$ cat config.mk
export PLATFORM = sky130hd
export DESIGN_NAME = aximm_stream_server
export DESIGN_NICKNAME = d
export VERILOG_FILES = /design/src/logic/bus_pkg.sv /design/src/logic/pkt_pkg.sv /design/src/logic/server_link_if.sv /design/src/logic/aximm_stream_server.sv /design/src/logic/fifo_packet_engine.sv /design/src/logic/system_access_engine.sv
export SDC_FILE = /design/constraint.sdc
export NUM_CORES = 1
export LEC_CHECK = 0
export ABC_AREA = 0
export BUFFER_PORTS_ARGS = -buffer_cell sky130_fd_sc_hd__buf_2
export CAP_MARGIN = 40
export CORE_MARGIN = 2
export CORE_UTILIZATION = 30
export DETAILED_ROUTE_END_ITERATION = 10
export PLACE_DENSITY_LB_ADDON = 0.12
export SYNTH_ARGS = -nofsm -noshare
export SYNTH_HDL_FRONTEND = slang
export SYNTH_HIERARCHICAL = 1
export SYNTH_SLANG_ARGS = --single-unit
export TNS_END_PERCENT = 30
$ cat constraint.sdc
create_clock -name clk -period 12.3 [get_ports clk]
set_clock_uncertainty 0.1 [all_clocks]
set_input_delay 0 -clock clk [delete_from_list [all_inputs] [get_ports clk]]
set_output_delay 0 -clock clk [all_outputs]
set_load 0.05 [all_outputs]
$ cat src/logic/bus_pkg.sv
`default_nettype none

// Widths and register map of the FIFO bus and the system bus
package bus_pkg;

    // FIFO register address
    typedef logic [31:0] fifo_addr_t;

    // System side, ADRH forms the upper half of the address
    typedef logic [63:0] sys_addr_t;
    typedef logic [31:0] sys_data_t;
    typedef logic [1:0]  bus_resp_t;

    // Response codes
    localparam bus_resp_t RESP_OKAY   = 2'd0;
    localparam bus_resp_t RESP_SLVERR = 2'd2;

    // Stream FIFO register offsets
    localparam fifo_addr_t ASF_TDATA = 32'h10;
    localparam fifo_addr_t ASF_TLR   = 32'h14;
    localparam fifo_addr_t ASF_RDFO  = 32'h1C;
    localparam fifo_addr_t ASF_RDATA = 32'h20;

endpackage

`default_nettype wire

$ cat src/logic/pkt_pkg.sv
`default_nettype none

// Packet layout shared by requests and responses
package pkt_pkg;

    // One packet word, as seen in the FIFO data registers
    typedef logic [31:0] pkt_word_t;

    // Word counter, wide enough to reach PKT_WORDS itself
    typedef logic [3:0] pkt_index_t;

    // Packet type carried in word 0
    // Anything other than PKT_READ gets served as a write
    typedef enum logic [1:0] {
        PKT_READ  = 2'd1,
        PKT_WRITE = 2'd2
    } pkt_type_e;

    // Length in words, and in bytes for the transmit length register
    localparam pkt_index_t PKT_WORDS = 4'd8;
    localparam pkt_word_t  PKT_BYTES = 32'd32;

    // Field positions inside a packet
    localparam pkt_index_t PF_TYPE = 4'd0;
    localparam pkt_index_t PF_ADRH = 4'd1;
    localparam pkt_index_t PF_ADRL = 4'd2;
    localparam pkt_index_t PF_DATA = 4'd3;
    // Bus response code, words 5 to 7 stay zero
    localparam pkt_index_t PF_RESP = 4'd4;

endpackage

`default_nettype wire

$ cat src/logic/server_link_if.sv
`timescale 1ns/1ps
`default_nettype none

// Link between the packet engine and the system access engine
interface server_link_if;

    // Requests, single-cycle strobes with address and data valid alongside
    logic                wr_req;
    logic                rd_req;
    bus_pkg::sys_addr_t  req_addr;
    bus_pkg::sys_data_t  req_wdata;

    // Engine has copied a finished response
    logic                wr_take;
    logic                rd_take;

    // Channel state as seen by the engine
    logic                wr_busy;
    logic                rd_busy;
    logic                wr_pending;
    logic                rd_pending;

    // Echoed request and the bus result, held while pending
    bus_pkg::sys_addr_t  wr_addr;
    bus_pkg::sys_data_t  wr_data;
    bus_pkg::bus_resp_t  wr_resp;
    bus_pkg::sys_addr_t  rd_addr;
    bus_pkg::sys_data_t  rd_data;
    bus_pkg::bus_resp_t  rd_resp;

    modport engine (
        output wr_req, rd_req, req_addr, req_wdata, wr_take, rd_take,
        input  wr_busy, rd_busy, wr_pending, rd_pending,
        input  wr_addr, wr_data, wr_resp, rd_addr, rd_data, rd_resp
    );

    modport executor (
        input  wr_req, rd_req, req_addr, req_wdata, wr_take, rd_take,
        output wr_busy, rd_busy, wr_pending, rd_pending,
        output wr_addr, wr_data, wr_resp, rd_addr, rd_data, rd_resp
    );

endinterface

`default_nettype wire

$ cat src/logic/aximm_stream_server.sv
`timescale 1ns/1ps
`default_nettype none

// Memory-mapped access server over a stream FIFO
module aximm_stream_server (
    input  wire                       clk,
    input  wire                       resetn,

    // FIFO register bus, one access at a time
    output wire bus_pkg::fifo_addr_t  fifo_addr,
    output wire pkt_pkg::pkt_word_t   fifo_wdata,
    output wire                       fifo_write,
    output wire                       fifo_read,
    input  wire pkt_pkg::pkt_word_t   fifo_rdata,
    input  wire                       fifo_done,

    // System bus write channel
    output wire bus_pkg::sys_addr_t   sys_wr_addr,
    output wire bus_pkg::sys_data_t   sys_wr_data,
    output wire                       sys_write,
    input  wire                       sys_wr_done,
    input  wire bus_pkg::bus_resp_t   sys_wr_resp,

    // System bus read channel
    output wire bus_pkg::sys_addr_t   sys_rd_addr,
    output wire                       sys_read,
    input  wire                       sys_rd_done,
    input  wire bus_pkg::sys_data_t   sys_rd_data,
    input  wire bus_pkg::bus_resp_t   sys_rd_resp
);

    server_link_if link ();

    // FIFO side
    fifo_packet_engine engine (
        .clk        (clk),
        .resetn     (resetn),
        .link       (link.engine),
        .fifo_addr  (fifo_addr),
        .fifo_wdata (fifo_wdata),
        .fifo_write (fifo_write),
        .fifo_read  (fifo_read),
        .fifo_rdata (fifo_rdata),
        .fifo_done  (fifo_done)
    );

    // System side
    system_access_engine executor (
        .clk         (clk),
        .resetn      (resetn),
        .link        (link.executor),
        .sys_wr_addr (sys_wr_addr),
        .sys_wr_data (sys_wr_data),
        .sys_write   (sys_write),
        .sys_wr_done (sys_wr_done),
        .sys_wr_resp (sys_wr_resp),
        .sys_rd_addr (sys_rd_addr),
        .sys_read    (sys_read),
        .sys_rd_done (sys_rd_done),
        .sys_rd_data (sys_rd_data),
        .sys_rd_resp (sys_rd_resp)
    );

endmodule

`default_nettype wire

$ cat src/logic/fifo_packet_engine.sv
`timescale 1ns/1ps
`default_nettype none

// Polls the stream FIFO, pulls in request packets and pushes out responses
module fifo_packet_engine (
    input  wire                       clk,
    input  wire                       resetn,
    server_link_if.engine             link,
    output bus_pkg::fifo_addr_t       fifo_addr,
    output pkt_pkg::pkt_word_t        fifo_wdata,
    output logic                      fifo_write,
    output logic                      fifo_read,
    input  wire pkt_pkg::pkt_word_t   fifo_rdata,
    input  wire                       fifo_done
);

    typedef enum logic [2:0] {
        IDLE,
        POLL,
        FETCH,
        ISSUE,
        SEND,
        COMMIT,
        WAIT_COMMIT
    } engine_state_e;

    engine_state_e        state;
    pkt_pkg::pkt_index_t  word_idx;

    // Request fields gathered while fetching
    logic                 req_read;
    bus_pkg::sys_addr_t   req_addr;
    bus_pkg::sys_data_t   req_wdata;

    // Response fields copied from the executor
    bus_pkg::sys_addr_t   resp_addr;
    bus_pkg::sys_data_t   resp_data;
    bus_pkg::bus_resp_t   resp_code;
    pkt_pkg::pkt_word_t   resp_word;

    // A FIFO access is in flight
    logic                 access_open;

    // Request strobe lasts exactly the one ISSUE cycle
    assign link.wr_req    = (state == ISSUE) && !req_read;
    assign link.rd_req    = (state == ISSUE) && req_read;
    assign link.req_addr  = req_addr;
    assign link.req_wdata = req_wdata;

    // Response word for the current index
    // Word 0 goes out straight from IDLE
    // Words 5 to 7 are zero
    always_comb begin
        case (word_idx)
            pkt_pkg::PF_ADRH: resp_word = resp_addr[63:32];
            pkt_pkg::PF_ADRL: resp_word = resp_addr[31:0];
            pkt_pkg::PF_DATA: resp_word = resp_data;
            pkt_pkg::PF_RESP: resp_word = pkt_pkg::pkt_word_t'(resp_code);
            default:          resp_word = '0;
        endcase
    end

    // ==========================================================================
    // Main FSM
    // ==========================================================================
    always_ff @(posedge clk) begin
        // Strobes last one cycle
        fifo_read    <= 1'b0;
        fifo_write   <= 1'b0;
        link.wr_take <= 1'b0;
        link.rd_take <= 1'b0;

        if (!resetn) begin
            state    <= IDLE;
            word_idx <= '0;
        end else begin
            case (state)
                IDLE: begin
                    // Finished writes go out first, then reads
                    if (link.wr_pending) begin
                        resp_addr    <= link.wr_addr;
                        resp_data    <= link.wr_data;
                        resp_code    <= link.wr_resp;
                        link.wr_take <= 1'b1;
                        fifo_addr    <= bus_pkg::ASF_TDATA;
                        fifo_wdata   <= pkt_pkg::pkt_word_t'(pkt_pkg::PKT_WRITE);
                        fifo_write   <= 1'b1;
                        word_idx     <= pkt_pkg::PF_ADRH;
                        state        <= SEND;
                    end else if (link.rd_pending) begin
                        resp_addr    <= link.rd_addr;
                        resp_data    <= link.rd_data;
                        resp_code    <= link.rd_resp;
                        link.rd_take <= 1'b1;
                        fifo_addr    <= bus_pkg::ASF_TDATA;
                        fifo_wdata   <= pkt_pkg::pkt_word_t'(pkt_pkg::PKT_READ);
                        fifo_write   <= 1'b1;
                        word_idx     <= pkt_pkg::PF_ADRH;
                        state        <= SEND;
                    end else if (!link.wr_busy && !link.rd_busy) begin
                        // Only look for work when both channels can take it
                        fifo_addr <= bus_pkg::ASF_RDFO;
                        fifo_read <= 1'b1;
                        state     <= POLL;
                    end
                end

                POLL: begin
                    if (fifo_done) begin
                        // Non-zero occupancy means a packet is waiting
                        if (fifo_rdata != '0) begin
                            fifo_addr <= bus_pkg::ASF_RDATA;
                            fifo_read <= 1'b1;
                            word_idx  <= pkt_pkg::PF_TYPE;
                            state     <= FETCH;
                        end else begin
                            state <= IDLE;
                        end
                    end
                end

                FETCH: begin
                    if (fifo_done) begin
                        case (word_idx)
                            pkt_pkg::PF_TYPE: begin
                                req_read <= (fifo_rdata ==
                                             pkt_pkg::pkt_word_t'(pkt_pkg::PKT_READ));
                            end
                            pkt_pkg::PF_ADRH: req_addr[63:32] <= fifo_rdata;
                            pkt_pkg::PF_ADRL: req_addr[31:0]  <= fifo_rdata;
                            pkt_pkg::PF_DATA: req_wdata       <= fifo_rdata;
                            default: ;
                        endcase
                        // Trailing words are read and dropped
                        if (word_idx == pkt_pkg::PKT_WORDS - 4'd1) begin
                            state <= ISSUE;
                        end else begin
                            word_idx  <= word_idx + 4'd1;
                            fifo_read <= 1'b1;
                        end
                    end
                end

                ISSUE: begin
                    state <= IDLE;
                end

                SEND: begin
                    if (fifo_done) begin
                        if (word_idx == pkt_pkg::PKT_WORDS) begin
                            state <= COMMIT;
                        end else begin
                            fifo_wdata <= resp_word;
                            fifo_write <= 1'b1;
                            word_idx   <= word_idx + 4'd1;
                        end
                    end
                end

                COMMIT: begin
                    // Length write releases the packet onto the stream
                    fifo_addr  <= bus_pkg::ASF_TLR;
                    fifo_wdata <= pkt_pkg::PKT_BYTES;
                    fifo_write <= 1'b1;
                    state      <= WAIT_COMMIT;
                end

                WAIT_COMMIT: begin
                    if (fifo_done) begin
                        state <= IDLE;
                    end
                end

                default: state <= IDLE;
            endcase
        end
    end

    // ==========================================================================
    // FIFO bus checks
    // ==========================================================================
    always_ff @(posedge clk) begin
        if (!resetn) begin
            access_open <= 1'b0;
        end else if (fifo_read || fifo_write) begin
            access_open <= 1'b1;
        end else if (fifo_done) begin
            access_open <= 1'b0;
        end
    end

    a_rd_wr_exclusive: assert property (@(posedge clk) disable iff (!resetn)
        !(fifo_read && fifo_write));

    // Next access only after the previous one has completed
    a_one_outstanding: assert property (@(posedge clk) disable iff (!resetn)
        (fifo_read || fifo_write) |-> !access_open);

endmodule

`default_nettype wire

$ cat src/logic/system_access_engine.sv
`timescale 1ns/1ps
`default_nettype none

// Write and read executors on the system bus
module system_access_engine (
    input  wire                       clk,
    input  wire                       resetn,
    server_link_if.executor           link,
    output bus_pkg::sys_addr_t        sys_wr_addr,
    output bus_pkg::sys_data_t        sys_wr_data,
    output logic                      sys_write,
    input  wire                       sys_wr_done,
    input  wire bus_pkg::bus_resp_t   sys_wr_resp,
    output bus_pkg::sys_addr_t        sys_rd_addr,
    output logic                      sys_read,
    input  wire                       sys_rd_done,
    input  wire bus_pkg::sys_data_t   sys_rd_data,
    input  wire bus_pkg::bus_resp_t   sys_rd_resp
);

    // ACCESS waits for the bus, HOLD keeps the result until taken
    typedef enum logic [1:0] {
        IDLE,
        ACCESS,
        HOLD
    } exec_state_e;

    exec_state_e wr_state;
    exec_state_e rd_state;

    // Busy covers both the bus access and the hold
    assign link.wr_busy    = (wr_state != IDLE);
    assign link.rd_busy    = (rd_state != IDLE);
    assign link.wr_pending = (wr_state == HOLD);
    assign link.rd_pending = (rd_state == HOLD);

    // Latched request doubles as the echo
    assign link.wr_addr = sys_wr_addr;
    assign link.wr_data = sys_wr_data;
    assign link.rd_addr = sys_rd_addr;

    // ==========================================================================
    // Write channel
    // ==========================================================================
    always_ff @(posedge clk) begin
        sys_write <= 1'b0;
        if (!resetn) begin
            wr_state <= IDLE;
        end else begin
            case (wr_state)
                IDLE: begin
                    if (link.wr_req) begin
                        sys_wr_addr <= link.req_addr;
                        sys_wr_data <= link.req_wdata;
                        sys_write   <= 1'b1;
                        wr_state    <= ACCESS;
                    end
                end
                ACCESS: begin
                    if (sys_wr_done) begin
                        link.wr_resp <= sys_wr_resp;
                        wr_state     <= HOLD;
                    end
                end
                HOLD: begin
                    if (link.wr_take) begin
                        wr_state <= IDLE;
                    end
                end
                default: wr_state <= IDLE;
            endcase
        end
    end

    // ==========================================================================
    // Read channel
    // ==========================================================================
    always_ff @(posedge clk) begin
        sys_read <= 1'b0;
        if (!resetn) begin
            rd_state <= IDLE;
        end else begin
            case (rd_state)
                IDLE: begin
                    if (link.rd_req) begin
                        sys_rd_addr <= link.req_addr;
                        sys_read    <= 1'b1;
                        rd_state    <= ACCESS;
                    end
                end
                ACCESS: begin
                    // Data and code arrive together with done
                    if (sys_rd_done) begin
                        link.rd_data <= sys_rd_data;
                        link.rd_resp <= sys_rd_resp;
                        rd_state     <= HOLD;
                    end
                end
                HOLD: begin
                    if (link.rd_take) begin
                        rd_state <= IDLE;
                    end
                end
                default: rd_state <= IDLE;
            endcase
        end
    end

    // Engine must never hand a request to a channel still working on one
    a_wr_req_idle: assert property (@(posedge clk) disable iff (!resetn)
        link.wr_req |-> !link.wr_busy);
    a_rd_req_idle: assert property (@(posedge clk) disable iff (!resetn)
        link.rd_req |-> !link.rd_busy);

endmodule

`default_nettype wire

==> flow_metrics.py <==
metrics = {
    "sta": {
        "tightestPinTransition_ns": 0.8549,
        "grt_setup_unrepaired": "no",
        "finalCritPeriodShare_pct": 29.79,
        "hold_viol": 0,
        "drv_slew": 0,
        "finalCriticalPeriod_ns": 3.664,
        "max_freq_ghz": 0.2729,
        "slew_headroom_pct": 43.01,
        "fin_ws_ns": 8.636,
        "holdWs_ns": 0.03786,
        "setup_viol": 0,
        "setup_tns_ns": 0,
    },
    "route": {
        "ant_nets": 0,
        "drcViolationCount": 0,
        "routedWlPerCell_microns": 22.28,
        "first_pass_iters": 7,
        "drt_iter0_markers": 635,
        "wirelength_mm": 44.71,
        "via_count": 8757,
        "detail_route.vias_per_cell": 4.363,
    },
    "placement": {
        "gp_congestion": 0.7606,
        "dp_hpwl_mm": 28.23,
        "placed_area_sq_mm": 0.01828,
        "dp_slack_ns": 8.576,
        "portBuffers": 272,
        "dp.cells": 1830,
    },
    "cts": {
        "clkLatencyLatePin_ns": 0.59,
        "cts_buffer_depth": 3,
        "numClockSinks": 444,
        "post-cts-setup-buffer-count": 0,
        "hold_buffers": 92,
        "clockRootBuffer": "clkbuf_16",
        "path_clk_slew_ns": 0.05,
        "cts_tree": "built",
        "cts-htree-levels": 2,
        "numCtsBuffers": 52,
        "cts_resized": 0,
    },
    "critical_path": {
        "cp_data_arrival_time_ns": 3.79,
        "worstPathMaxFanout": 55,
        "cp_num_buf_inv": 3,
        "cp_common_cell": "buf_4",
        "path_cells": "nor2b_4 > buf_4 > buf_4 > nor3_1 > a21oi_1 > a21oi_1 > nor4_2 > buf_4",
        "worst_path_max_delay_cell": "buf_4",
        "max_stage_delay_ns": 0.72,
        "r2r-start": "executor/wr_state[0]",
        "critPathLaunchType": "register",
        "required_ns": 12.43,
        "worstSetupStartpoint": "executor/wr_state[0]",
        "cp-end-kind": "register",
        "critical-path-top-delay-family": "buffers and inverters",
        "path_class": "reg2reg",
    },
    "cells_and_area": {
        "diodes": 0,
        "layout-drive-gt1-share_pct": 38.29,
        "fin_cells": 2007,
        "final_area_sq_mm": 0.02070,
        "area_growth_syn_to_layout_pct": 20.34,
        "final_util_pct": 36.65,
        "fin_nets": 1297,
    },
    "run_status": {
        "outcome": "completed",
    },
    "global_route": {
        "overflow": 0,
        "grt_usage_pct": 14.84,
        "grt_max_degree": 56,
        "grt_pass1_vias": 8968,
        "antenna_found_initial": 1,
        "grt_pass1_wl_mm": 63.31,
    },
    "synthesis": {
        "synth_top_area_share_pct": 74.53,
        "synthTopCellsByCount": "427 x edfxtp_1, 190 x buf_4, 98 x mux2_2",
        "synth_warnings": 6,
        "synth_cells": 978,
        "synth_flop_cell": "edfxtp_1",
        "yosysSeqAreaShare_pct": 76.50,
        "synthTopCellsByArea": "edfxtp_1 75%, buf_4 8.3%, mux2_2 6.4%",
        "ys_ff_latch": 444,
        "synth_edf_count": 427,
        "syn_area_sq_mm": 0.01721,
        "ys_types": 53,
        "async_reset_ff_share_pct": 0,
        "synth_most_common_cell": "edfxtp_1",
        "synth_top_cell_by_area": "edfxtp_1",
        "avgSynthCellArea_sq_um": 17.59,
    },
    "floorplan": {
        "fp.dieW_microns": 243.5,
        "start_util_pct": 30.45,
        "die_area_sq_mm": 0.05928,
        "die_h_microns": 243.5,
        "num_io_pins": 301,
        "rows": 87,
        "core_region_area_sq_mm": 0.05650,
    },
    "power": {
        "finalPower_mw": 3.601,
        "p_leak_nw": 7.110,
        "power_per_cell_area_mw_per_mm2": 173.9,
        "ir_worst_vdd_mv": 0.09344,
    },
    "job": {
        "maxCapViolCount": 0,
    },
    "hold_path": {
        "hold_start": "sys_rd_data[6]",
        "hold_class": "in2reg",
    },
}
-- state kept, by name (all words and copies together), names as in the netlist --
| register | cells |
|---|---|
| executor/link.rd_addr | 64 |
| engine/link.wr_take | 1 |
| engine/fifo_addr | 4 |
| engine/resp_addr | 64 |
| engine/fifo_write | 1 |
| engine/fifo_read | 1 |
| executor/sys_write | 1 |
| engine/resp_data | 32 |
| engine/fifo_wdata | 32 |
| executor/link.wr_resp | 2 |
| executor/link.rd_data | 32 |
| engine/link.req_wdata | 32 |
| executor/link.wr_addr | 64 |
| executor/wr_state | 2 |
| executor/rd_state | 2 |
| engine/req_read | 1 |
| executor/link.wr_data | 32 |
| executor/link.rd_resp | 2 |
| engine/word_idx | 4 |
| engine/link.req_addr | 64 |
| engine/link.rd_take | 1 |
| executor/sys_read | 1 |
| engine/resp_code | 2 |
| engine/state | 3 |
-- layer usage --
metal,GRT usage [%],wire length (microns),vias up
li1,-,-,3999
met1,20.02,20070,4430
met2,23.32,20810,268
met3,4.010,2910,60
met4,4.565,931,0
met5,0,0,-
-- final timing paths --
check        cells past startpoint                        to  slack (ns)
min reg2reg                      0  executor/link.wr_data[8]        0.31
max                              8     engine/fifo_wdata[28]        8.64
min                              2  executor/link.rd_data[6]        0.04
max reg2reg                      8     engine/fifo_wdata[28]        8.64
-- where the power goes --
part	internal, mW	switching [mW]
combinational	0.126	0.322
clock	0.809	0.583
sequential	1.72	0.0379
total	2.66	0.944
-- cells in the final DEF, fill, tap and decap left out, drive strengths merged, types with 4 or more instances in the layout --
cell type	n
or2	6
nor4	10
buf	291
dfxtp	17
a2111oi	4
clkinv	16
nor2	47
a21oi	11
nor3	11
mux2	98
nor3b	7
nand2b	5
conb	28
inv	9
a222oi	29
nor2b	5
clkbuf	66
ha	4
nand2	16
dlygate4sd3	92
nand3	6
and2	4
o21ai	10
edfxtp	427
-- cell families after synthesis --
logic type | after synthesis | share of synthesized area, %
AOI/OAI and AO/OA | 68 | 3.324
xor gates and xnor gates | 1 | 0.05091
adders and majority gates | 4 | 0.2909
buffers and inverters | 231 | 9.301
DFF | 444 | 76.50
muxes | 98 | 6.414
other | 1 | 0.02180
and+or+nand+nor | 131 | 4.094
-- cell type report --
| type | instances | area (sq um) |
|---|---|---|
| inverter | 8 | 30.03 |
| tap | 756 | 945.9 |
| fill | 5332 | 35790 |
| timing repair buffer | 384 | 2456 |
| clock inverter | 19 | 146.4 |
| sequential | 444 | 13160 |
| clock buffer | 66 | 1354 |
| multi-input combinational | 330 | 2610 |
No activity file was read; power rests on OpenSTA's default activity.
